`src/fetch_pkg.sv`:
```
// shared fetch types; addresses are byte addresses and a fetch block is always 8-byte aligned
package fetch_pkg;

	//////////////////////////////////////////////////
	// widths that carry a meaning
	//////////////////////////////////////////////////

	// byte address, low three bits zero for a fetch block
	typedef logic [63:0] addr_t;

	// one instruction word
	typedef logic [31:0] inst_t;

	// two instructions, lower half = lower address
	typedef logic [63:0] block_t;

	// hardware thread number
	typedef logic thread_t;	// 0 is the first thread

	//////////////////////////////////////////////////
	// thread select FSM
	//////////////////////////////////////////////////

	// remembers who fetched last so the other one goes next
	typedef enum logic [1:0]
	{
		SEL_START   = 2'd0,	// after reset, nothing issued yet
		SEL_LAST_T0 = 2'd1,	// thread 0 issued last
		SEL_LAST_T1 = 2'd2	// thread 1 issued last
	} sel_state_e;

endpackage

```
`src/thread_pc.sv`:
```
// one thread's fetch PC; RESET_PC and redirect targets are forced to 8-byte alignment
`timescale 1ns/100ps

module thread_pc import fetch_pkg::*;
#(
	parameter addr_t RESET_PC = 64'h0
)
(
	input  logic  clock,
	input  logic  reset,
	input  logic  advance,	// fetch of the current block delivered
	input  logic  redirect,	// taken branch from execute
	input  addr_t target,
	output addr_t pc
);

	addr_t target_aligned;
	addr_t pc_next_seq;

	// drop the byte offset within the block
	assign target_aligned = {target[63:3], 3'b000};
	assign pc_next_seq = pc + 64'd8;	// two instructions per block

	//////////////////////////////////////////////////
	// pc register
	//////////////////////////////////////////////////

	always_ff @(posedge clock)
	begin
		if (reset)
		begin
			pc <= {RESET_PC[63:3], 3'b000};
		end
		else if (redirect)
		begin
			// redirect beats advance in the same cycle
			pc <= target_aligned;
		end
		else if (advance)
		begin
			pc <= pc_next_seq;
		end
	end

	//////////////////////////////////////////////////
	// checks
	//////////////////////////////////////////////////

	a_pc_aligned: assert property (@(posedge clock) disable iff (reset)
		pc[2:0] == 3'b000)
		else $error("thread_pc: pc not block aligned");

endmodule

```
`src/fetch_thread_select.sv`:
```
// thread choice and fetch tracking; one fetch in flight at a time, stalls only block new requests
`timescale 1ns/100ps

module fetch_thread_select import fetch_pkg::*;
(
	input  logic    clock,
	input  logic    reset,
	input  logic    two_threads,	// low = thread 0 only
	input  logic    stall0,
	input  logic    stall1,
	input  logic    redirect0,
	input  logic    redirect1,
	input  addr_t   pc0,
	input  addr_t   pc1,
	input  logic    fetch_busy,
	input  logic    fetch_done,
	input  block_t  fetch_data,
	output logic    fetch_req,
	output addr_t   fetch_adr,
	output logic    advance0,
	output logic    advance1,
	output logic    out_valid,
	output inst_t   out_inst0,
	output inst_t   out_inst1,
	output addr_t   out_pc,
	output thread_t out_thread
);

	sel_state_e sel_state;
	thread_t    pref;		// thread that did not issue last
	thread_t    pick;
	logic       pick_ok;	// some thread may fetch
	logic       pick_redirect;
	logic       done_q;		// fetch_done seen last cycle

	// fetch in flight
	thread_t    fl_thread;
	addr_t      fl_adr;
	logic       fl_cancel;
	logic       fl_redirect;
	logic       drop;

	//////////////////////////////////////////////////
	// thread choice
	//////////////////////////////////////////////////

	// start behaves like thread 0 went first, so thread 1 leads
	assign pref = (sel_state == SEL_LAST_T1) ? 1'b0 : 1'b1;

	always_comb
	begin
		pick = 1'b0;
		pick_ok = 1'b0;
		if (!two_threads)
		begin
			pick_ok = !stall0;
		end
		else if (pref ? !stall1 : !stall0)
		begin
			pick = pref;
			pick_ok = 1'b1;
		end
		else if (pref ? !stall0 : !stall1)
		begin
			pick = !pref;	// fall back to the other thread
			pick_ok = 1'b1;
		end
	end

	assign fetch_req = pick_ok && !fetch_busy && !done_q;
	assign fetch_adr = pick ? pc1 : pc0;
	assign pick_redirect = pick ? redirect1 : redirect0;

	//////////////////////////////////////////////////
	// completion
	//////////////////////////////////////////////////

	assign fl_redirect = fl_thread ? redirect1 : redirect0;
	assign drop = fl_cancel || fl_redirect;	// branch in the ack cycle counts too

	assign advance0 = fetch_done && !drop && (fl_thread == 1'b0);
	assign advance1 = fetch_done && !drop && (fl_thread == 1'b1);

	always_ff @(posedge clock)
	begin
		if (reset)
		begin
			sel_state <= SEL_START;
			fl_cancel <= 1'b0;
			done_q <= 1'b0;
			out_valid <= 1'b0;
		end
		else
		begin
			done_q <= fetch_done;
			out_valid <= fetch_done && !drop;
			if (fetch_req)
			begin
				sel_state <= pick ? SEL_LAST_T1 : SEL_LAST_T0;
				fl_cancel <= pick_redirect;	// pc already stale
			end
			else if (fl_redirect)
			begin
				fl_cancel <= 1'b1;
			end
		end
	end

	// payload, no reset
	always_ff @(posedge clock)
	begin
		if (fetch_req)
		begin
			fl_thread <= pick;
			fl_adr <= fetch_adr;
		end
		if (fetch_done && !drop)
		begin
			out_inst0 <= fetch_data[31:0];
			out_inst1 <= fetch_data[63:32];
			out_pc <= fl_adr;
			out_thread <= fl_thread;
		end
	end

	a_one_advance: assert property (@(posedge clock) disable iff (reset)
		!(advance0 && advance1))
		else $error("fetch_thread_select: both threads advanced");

endmodule

```
`src/imem_wb_master.sv`:
```
// Wishbone classic read master, single 64-bit transfer per cycle; no err, rty or bursts
`timescale 1ns/100ps

module imem_wb_master import fetch_pkg::*;
(
	input  logic   clock,
	input  logic   reset,
	input  logic   fetch_req,
	input  addr_t  fetch_adr,
	output logic   fetch_busy,
	output logic   fetch_done,
	output block_t fetch_data,
	output logic   wb_cyc,
	output logic   wb_stb,
	output logic   wb_we,
	output addr_t  wb_adr,
	input  block_t wb_dat_i,
	input  logic   wb_ack
);

	typedef enum logic {WB_IDLE, WB_BUS} wb_state_e;

	wb_state_e state;
	addr_t     adr_q;	// held for the whole cycle

	//////////////////////////////////////////////////
	// bus FSM
	//////////////////////////////////////////////////

	always_ff @(posedge clock)
	begin
		if (reset)
			state <= WB_IDLE;
		else if (state == WB_IDLE && fetch_req)
			state <= WB_BUS;
		else if (state == WB_BUS && wb_ack)
			state <= WB_IDLE;	// cyc/stb drop after the ack edge
	end

	always_ff @(posedge clock)
	begin
		if (state == WB_IDLE && fetch_req)
			adr_q <= fetch_adr;
	end

	assign wb_cyc = (state == WB_BUS);
	assign wb_stb = (state == WB_BUS);
	assign wb_we = 1'b0;	// read only
	assign wb_adr = adr_q;

	assign fetch_busy = (state == WB_BUS);
	assign fetch_done = (state == WB_BUS) && wb_ack;
	assign fetch_data = wb_dat_i;

	a_stb_in_cyc: assert property (@(posedge clock) disable iff (reset)
		wb_stb |-> wb_cyc)
		else $error("imem_wb_master: stb without cyc");

endmodule

```
`src/fetch_top.sv`:
```
// fetch stage top; the core combines ROB, RS and rename stalls into stall0/stall1 before this point
`timescale 1ns/100ps

module fetch_top import fetch_pkg::*;
#(
	parameter addr_t RESET_PC0 = 64'h0000_0000_0000_0000,
	parameter addr_t RESET_PC1 = 64'h0000_0000_0000_1000
)
(
	input  logic    clock,
	input  logic    reset,
	input  logic    two_threads,
	input  logic    stall0,
	input  logic    stall1,
	input  logic    branch_taken0,
	input  logic    branch_taken1,
	input  addr_t   branch_target0,
	input  addr_t   branch_target1,
	// instruction memory, Wishbone classic
	output logic    wb_cyc,
	output logic    wb_stb,
	output logic    wb_we,
	output addr_t   wb_adr,
	input  block_t  wb_dat_i,
	input  logic    wb_ack,
	// towards decode
	output logic    out_valid,
	output inst_t   out_inst0,
	output inst_t   out_inst1,
	output addr_t   out_pc,
	output thread_t out_thread
);

	addr_t  pc0;
	addr_t  pc1;
	logic   advance0;
	logic   advance1;
	logic   fetch_req;
	addr_t  fetch_adr;
	logic   fetch_busy;
	logic   fetch_done;
	block_t fetch_data;

	//////////////////////////////////////////////////
	// per-thread PCs
	//////////////////////////////////////////////////

	thread_pc #(.RESET_PC(RESET_PC0)) pc0_i
	(
		.clock(clock), .reset(reset),
		.advance(advance0), .redirect(branch_taken0), .target(branch_target0),
		.pc(pc0)
	);

	thread_pc #(.RESET_PC(RESET_PC1)) pc1_i
	(
		.clock(clock), .reset(reset),
		.advance(advance1), .redirect(branch_taken1), .target(branch_target1),
		.pc(pc1)
	);

	//////////////////////////////////////////////////
	// selector and bus master
	//////////////////////////////////////////////////

	fetch_thread_select select_i
	(
		.clock(clock), .reset(reset), .two_threads(two_threads),
		.stall0(stall0), .stall1(stall1),
		.redirect0(branch_taken0), .redirect1(branch_taken1),
		.pc0(pc0), .pc1(pc1),
		.fetch_busy(fetch_busy), .fetch_done(fetch_done), .fetch_data(fetch_data),
		.fetch_req(fetch_req), .fetch_adr(fetch_adr),
		.advance0(advance0), .advance1(advance1),
		.out_valid(out_valid), .out_inst0(out_inst0), .out_inst1(out_inst1),
		.out_pc(out_pc), .out_thread(out_thread)
	);

	imem_wb_master wb_master_i
	(
		.clock(clock), .reset(reset),
		.fetch_req(fetch_req), .fetch_adr(fetch_adr),
		.fetch_busy(fetch_busy), .fetch_done(fetch_done), .fetch_data(fetch_data),
		.wb_cyc(wb_cyc), .wb_stb(wb_stb), .wb_we(wb_we), .wb_adr(wb_adr),
		.wb_dat_i(wb_dat_i), .wb_ack(wb_ack)
	);

endmodule

```
`config.mk`:
```
export PLATFORM = sky130hd
export DESIGN_NAME = fetch_top
export DESIGN_NICKNAME = d
export VERILOG_FILES = /design/src/fetch_pkg.sv /design/src/thread_pc.sv /design/src/fetch_thread_select.sv /design/src/imem_wb_master.sv /design/src/fetch_top.sv
export SDC_FILE = /design/constraint.sdc
export NUM_CORES = 1
export LEC_CHECK = 0
export ABC_CLOCK_PERIOD_IN_PS = 11050
export BUFFER_PORTS_ARGS = -buffer_cell sky130_fd_sc_hd__buf_4
export CAP_MARGIN = 25
export CORE_UTILIZATION = 32
export CTS_CLUSTER_SIZE = 24
export DETAILED_ROUTE_END_ITERATION = 8
export GPL_ROUTABILITY_DRIVEN = 0
export SLEW_MARGIN = 20
export SYNTH_ARGS = -nofsm -noshare
export SYNTH_HDL_FRONTEND = slang
export SYNTH_SLANG_ARGS = --single-unit
```
`constraint.sdc`:
```
create_clock -name clock -period 11.05 [get_ports clock]
set_input_delay 2.21 -clock clock [delete_from_list [all_inputs] [get_ports clock]]
set_output_delay 2.21 -clock clock [all_outputs]
set_load 0.05 [all_outputs]
```
==> reports/qor.txt, run 1 <==
Status -> finished clean
Mapped cell area -> 15810 um^2
Worst-Skew Late Latency -> 0.58 ns
Place WS -> 5.676 ns
Unique masters post-synth -> 69
Worst Path Required -> 11.25 ns
Placed Area -> 19330 um^2
Setup ws final -> 6.302 ns
Boundary pin count -> 397
Period minus WS final -> 4.748 ns
Clock transition at path regs -> 0.06 ns
Fin. max-slew vios -> 0
CP endpoint kind -> register
1st-iter DRT viols -> 881
Most used cell, CP -> buf_4
CTS max path bufs -> 3
Area growth, synth to finish -> 30.88%
Die area -> 50290 um^2
Main synth FF type -> edfxtp_1
CTS root buf -> clkbuf_16
Post-synthesis sequential area ratio -> 63.52%
GRT Max-Usage Layer -> met2
Max Cap Viol -> 0
R2r endpoint -> pc1_i.pc[52]
Detailed Place HPWL -> 37720 um
Vias in the first global route -> 11710
All-Layer GR Usage -> 20.04%
Total grt overflow -> 0
DRC -> 0
Synth Area in Simple Gates -> 16.24%
Post-Synth Adder-Cell Area -> 0.1583%
Final setup vio count -> 0
Worst-path cell chain -> buf_4 -> inv_2 -> buf_4 -> o211ai_1 -> nor2_4 -> buf_4
Max stage delay on crit path -> 0.73 ns
Layout net count -> 1867
Initial antenna violation count -> 13
Clock skew -> 0.02373 ns
Met1 Track Usage GR -> 26.72%
Gate Count Post-Synth -> 1291
Final ANT Viol Nets -> 0
Fmax -> 0.2106 GHz
EDFF count, synth -> 249
CTS Sinks -> 377
Core ar. -> 48850 um^2
Worst hold start -> select_i.fl_adr[31]
Mux contribution to synthesized area -> 4.670%
Reg2Reg Launch Point -> wb_master_i.fetch_busy
Setup Fix Bufs, Post-CTS -> 0
Design Area, Final -> 20690 um^2
Number of I/O port buffers -> 383
Worst slew pin tran -> 1.025 ns
Min-Delay Endpoint -> select_i.out_pc[31]
Vias -> 12090
Crit path kind -> input port to register
H-Tree Depth -> 2
Synthesized area per cell -> 12.24 um^2
Hold Fails Final Rpt -> 0
PD cells -> 167.6 nW/um^2
Tcrit/Tclk final -> 42.97%
TritonCTS buffer count -> 43
Hold path cells -> 0
Met3 usage -> 6.061%
CP Max Fanout -> 88
XOR/XNOR Fraction of Synth Area -> 4.377%
CP max stage cell -> buf_4
CTS resizes -> 0
Global-route wire length before repair -> 75040 um
Share of cells above drive strength 1 -> 32.94%
Die Wd -> 224.3 um
R2r setup slk -> 7.38 ns
Largest net degree at the start of global routing -> 89
Area fraction in compound gates after synthesis -> 8.399%
Starting Density -> 32.36%
Met2 global-route usage -> 31.30%
RSZ-0062 raised after global routing -> no
Worst Hold Class -> register to register
YS warnings -> 0
Slew headroom -> 31.51%
Post-synthesis async set-or-reset flop share -> 0%
Worst reg2reg path depth -> 6
Hold_buf cts -> 0
DR pass1 iterations -> 5
Nature of the critical path startpoint -> input port
CP arrival -> 4.95 ns
Setup TNS -> 0 ns
Largest family of logic cells by synthesized area -> simple AND/OR/NAND/NOR gates
Synthesized flop and latch total -> 377
Leakage -> 7.665 nW
Final wirelength -> 51640 um
Fill cell count -> 4690
Std-Cell Rows -> 81
Chip Height -> 224.3 um
Routed vias/inst -> 5.100
CTS tree -> done
Wirelength per Cell -> 21.79 um
VDD IR max -> 0.1133 mV
## stage by stage
step                      std cells  utilization, %  hold WS (ns)  power, mW
after floorplan                1297               -        0.4003      1.956
after global routing           2365           42.32        0.4190      3.591
final                          2370           42.35        0.4143      3.468
after CTS                      2364           42.32        0.4122      3.506
after detailed placement       2284           39.57        0.4045      2.131
after global placement         2283           39.54        0.4017      2.122
## sequential cells by signal, summed over array words and instances, names as in the netlist
name,flops
select_i.done_q,1
select_i.fl_thread,1
select_i.fl_cancel,1
select_i.out_pc,61
select_i.out_thread,1
select_i.out_inst0,32
pc0_i.pc,61
pc1_i.pc,61
wb_master_i.wb_adr,61
wb_master_i.fetch_busy,1
select_i.out_inst1,32
select_i.fl_adr,61
select_i.sel_state,2
select_i.out_valid,1
## synth_stat cells (11+ instances only)
| master | number | area share, % |
|---|---|---|
| xnor2_1 | 46 | 2.5 |
| or3_1 | 13 | 0.51 |
| edfxtp_1 | 249 | 47 |
| nand2_1 | 114 | 2.7 |
| a21oi_1 | 71 | 2.2 |
| nor3_1 | 29 | 0.92 |
| nand4_1 | 51 | 2.0 |
| xor2_1 | 33 | 1.8 |
| mux2_2 | 54 | 3.8 |
| and4_1 | 12 | 0.66 |
| dfxtp_1 | 128 | 16 |
| o21ai_0 | 39 | 1.2 |
| nor4_1 | 32 | 1.3 |
| inv_1 | 17 | 0.40 |
| nor2_1 | 101 | 2.4 |
| buf_4 | 11 | 0.52 |
| nand3_1 | 47 | 1.5 |
| a211oi_1 | 30 | 1.4 |
| clkbuf_1 | 49 | 1.2 |
| mux2i_1 | 13 | 0.82 |
| and3_1 | 22 | 0.87 |
## logic make-up after synthesis
group / count (synthesis)
muxes: 67
AOI/OAI and AO/OA: 205
xor gates and xnor gates: 79
DFF: 377
adders and majority gates: 2
buffers and inverters: 90
other: 1
and+or+nand+nor: 470
## cell usage in the layout (no fill, tap or decap), types with 8 or more instances in the layout
cell type and n:
xor2_1 33, and3_1 22, nand3_1 47, a21oi_1 70, nor4_1 32, mux2_2 54, buf_4 394, inv_1 16
clkinv_2 8, o21ai_0 39, nand4_1 51, xnor2_1 46, clkinv_1 9, a31oi_1 8, a211oi_1 28, nand2_1 114
nor3_1 29, edfxtp_1 249, dfxtp_1 128, clkbuf_16 43, mux2i_1 13, or3_1 13, and4_1 12, a311oi_1 9
nor2_1 100
## layer usage
metal | routed length (um) | part of all wire, %
met5 | 103 | 0.20
met4 | 1201 | 2.3
met3 | 4275 | 8.3
met2 | 23500 | 45
met1 | 22560 | 44
## report_power, final
group / internal (mW) / switching [mW] / leakage [nW]
Sequential: 1.62 / 0.0685 / 3.44
Combinational: 0.143 / 0.273 / 3.57
Clock: 0.768 / 0.599 / 0.648
## how the worst max path moves through the flow
stage | cells past startpoint | from | end
floorplan | 4 | branch_taken1 | select_i.out_inst0[0]
global placement | 6 | branch_taken0 | select_i.out_inst1[29]
detailed placement | 6 | branch_taken0 | select_i.out_inst0[2]
CTS | 6 | branch_taken0 | select_i.out_inst0[21]
global route | 6 | branch_taken0 | select_i.out_inst0[8]
finish | 6 | branch_taken0 | select_i.out_inst0[2]
## layout make-up
class | instances | area (um^2) | area share, %
Sequential cell | 377 | 10040 | 48.53
Antenna cell | 6 | 15.01 | 0.07258
Clock inverter | 31 | 206.4 | 0.9979
Inverter | 18 | 67.56 | 0.3266
Timing Repair Buffer | 395 | 2969 | 14.35
Multi-Input combinational cell | 830 | 5420 | 26.20
Tap cell | 664 | 830.8 | 4.016
Clock buffer | 49 | 1139 | 5.504
## critical path, delay by kind of cell
family / cells / cell delay [ns]
buf+inv: 4 / 1.79
simple gates: 1 / 0.51
compound gates: 1 / 0.34
Note: power is estimated with default switching activity, not from simulation.
==> inputs of run 2 (changes only) <==
ABC_CLOCK_PERIOD_IN_PS = 4900   (was 11050)
clock period = 4.9 ns   (was 11.05 ns; I/O delays follow)
==> run 2 against run 1 <==
Net effect:
- via count shrank 0.65%
- global-route usage decreased by 0.23 points
- clock power grew 140%
- routed wire length shrank 0.45%
- register-to-register slack got worse by 5.6 ns
- design area is 0.57% higher
- sequential power is 130% higher
- clock-buffer cell count is 11 higher
- flip-flop and latch count unchanged
- critical endpoint is now pc0_i.pc[32]
==> reports/qor.txt, run 2 (same netlist as run 1, synthesis figures left out) <==
Clock skew -> 0.02784 ns
Crit path kind -> register to register
CTS max path bufs -> 3
Hold_buf cts -> 0
Final ANT Viol Nets -> 0
Global-route wire length before repair -> 73800 um
Hold Fails Final Rpt -> 0
VDD IR max -> 0.2721 mV
R2r setup slk -> 1.82 ns
Int Power -> 6.005 mW
Period minus WS final -> 3.082 ns
CTS resizes -> 0
Clock power frac -> 41.3%
Post-Layout Cell Count -> 2363
Worst Path Required -> 5.37 ns
Routed vias/inst -> 5.082
Total grt overflow -> 0
CP endpoint kind -> register
Clock transition at path regs -> 0.06 ns
Wirelength per Cell -> 21.76 um
All-Layer GR Usage -> 19.82%
Sw power -> 2.063 mW
Register share of total power -> 47.1%
Setup TNS -> 0 ns
CP arrival -> 3.55 ns
Tcrit/Tclk final -> 62.89%
RSZ-0062 raised after global routing -> no
Detailed Place HPWL -> 37170 um
Commonest non-fill, non-tap cell in the layout -> buf_4
Vias in the first global route -> 11460
Starting Density -> 32.36%
PD cells -> 387.8 nW/um^2
DR pass1 iterations -> 5
Status -> finished clean
Fin. max-slew vios -> 0
Worst-Skew Late Latency -> 0.57 ns
Share of cells above drive strength 1 -> 32.61%
Switching share of total power -> 25.58%
Area growth, synth to finish -> 31.62%
Die Wd -> 224.3 um
H-Tree Depth -> 2
1st-iter DRT viols -> 925
Largest net degree at the start of global routing -> 100
Slew headroom -> 30.93%
Initial antenna violation count -> 6
Vias -> 12010
CTS Sinks -> 377
CTS root buf -> clkbuf_16
DRC -> 0
TritonCTS buffer count -> 42
Worst Hold Class -> register to register
CTS tree -> done
Chip Height -> 224.3 um
Fill cell count -> 4585
Placed cells -> 2283
Final setup vio count -> 0
Std-Cell Rows -> 81
Setup Fix Bufs, Post-CTS -> 0
Nature of the critical path startpoint -> register
Die area -> 50290 um^2
Leakage -> 7.717 nW
Core ar. -> 48850 um^2
CP Max Fanout -> 13
Max stage delay on crit path -> 0.72 ns
CP max stage cell -> or4b_4
Number of I/O port buffers -> 383
Most frequent cells in the layout -> buf_4 (391), edfxtp_1 (249), dfxtp_1 (128)
Worst slew pin tran -> 1.034 ns
Boundary pin count -> 397
Max Cap Viol -> 0
Fmax -> 0.3245 GHz
Final wirelength -> 51410 um
Combinational share of power -> 11.6%
Layout net count -> 1865
Worst-path cell chain -> and4bb_1 -> nand3_4 -> or4b_4 -> or3_1 -> a311oi_1
run 2: changes by cell type in the layout (fill, tap and decap cells not counted), sizes merged:
cell      delta
bufinv       +5
inv          -4
buf          -1
clkinv      -12
diode        -3
clkbuf      +11
clkinvlp     -3
run 2: power groups by stage:
| stage | clock [mW] | sequential, mW | combinational (mW) |
|---|---|---|---|
| after floorplan | 0 | 4.10 | 0.303 |
| after global placement | 0 | 3.85 | 0.935 |
| after detailed placement | 0 | 3.86 | 0.943 |
| after CTS | 3.42 | 3.80 | 0.946 |
| after global routing | 3.53 | 3.82 | 0.992 |
| final | 3.33 | 3.80 | 0.937 |
run 2: through the flow:
stage / util [%] / power, mW / area [um^2] / hold WS, ns / worst slack (ns)
2_1_floorplan: - / 4.400 / 15850 / 0.4003 / 0.4232
3_3_place_gp: 39.59 / 4.789 / 19340 / 0.4018 / 1.472
3_5_place_dp: 39.59 / 4.804 / 19340 / 0.4045 / 1.425
4_1_cts: 42.57 / 8.165 / 20790 / 0.4155 / 1.863
5_1_grt: 42.58 / 8.337 / 20800 / 0.4207 / 1.693
6_report: 42.59 / 8.068 / 20810 / 0.4123 / 1.818
run 2: critical path, delay by kind of cell (launching register included):
kind | cells | cell delay (ns)
flip-flops | 1 | 0.70
AND/OR/NAND/NOR | 4 | 2.02
AO/OA/AOI/OAI | 1 | 0.26
run 2: worst paths after layout:
kind	from	endpoint	cells past startpoint
worst max-delay path	wb_master_i.fetch_busy	pc0_i.pc[32]	5
worst min-delay path	select_i.fl_adr[18]	select_i.out_pc[18]	0
worst max register to register	wb_master_i.fetch_busy	pc0_i.pc[32]	5
worst min register to register	select_i.fl_adr[18]	select_i.out_pc[18]	0
run 2: cell type report:
cell class	instances	area (um^2)	area share [%]
Inverter	18	67.56	0.3248
Sequential cell	377	10040	48.26
Timing Repair Buffer	394	2987	14.36
Clock buffer	60	1212	5.827
Antenna cell	3	7.507	0.03608
Tap cell	664	830.8	3.993
Clock inverter	17	240.2	1.155
Multi-Input combinational cell	830	5420	26.05
run 2: metal layers:
| layer | wire length (um) | vias to the layer above | part of all wire (%) | global-route usage (%) |
|---|---|---|---|---|
| li1 | - | 5614 | - | - |
| met1 | 22820 | 5840 | 44 | 26.84 |
| met2 | 23360 | 467 | 45 | 30.82 |
| met3 | 3912 | 78 | 7.6 | 5.186 |
| met4 | 1249 | 10 | 2.4 | 6.474 |
| met5 | 70 | - | 0.14 | 0 |
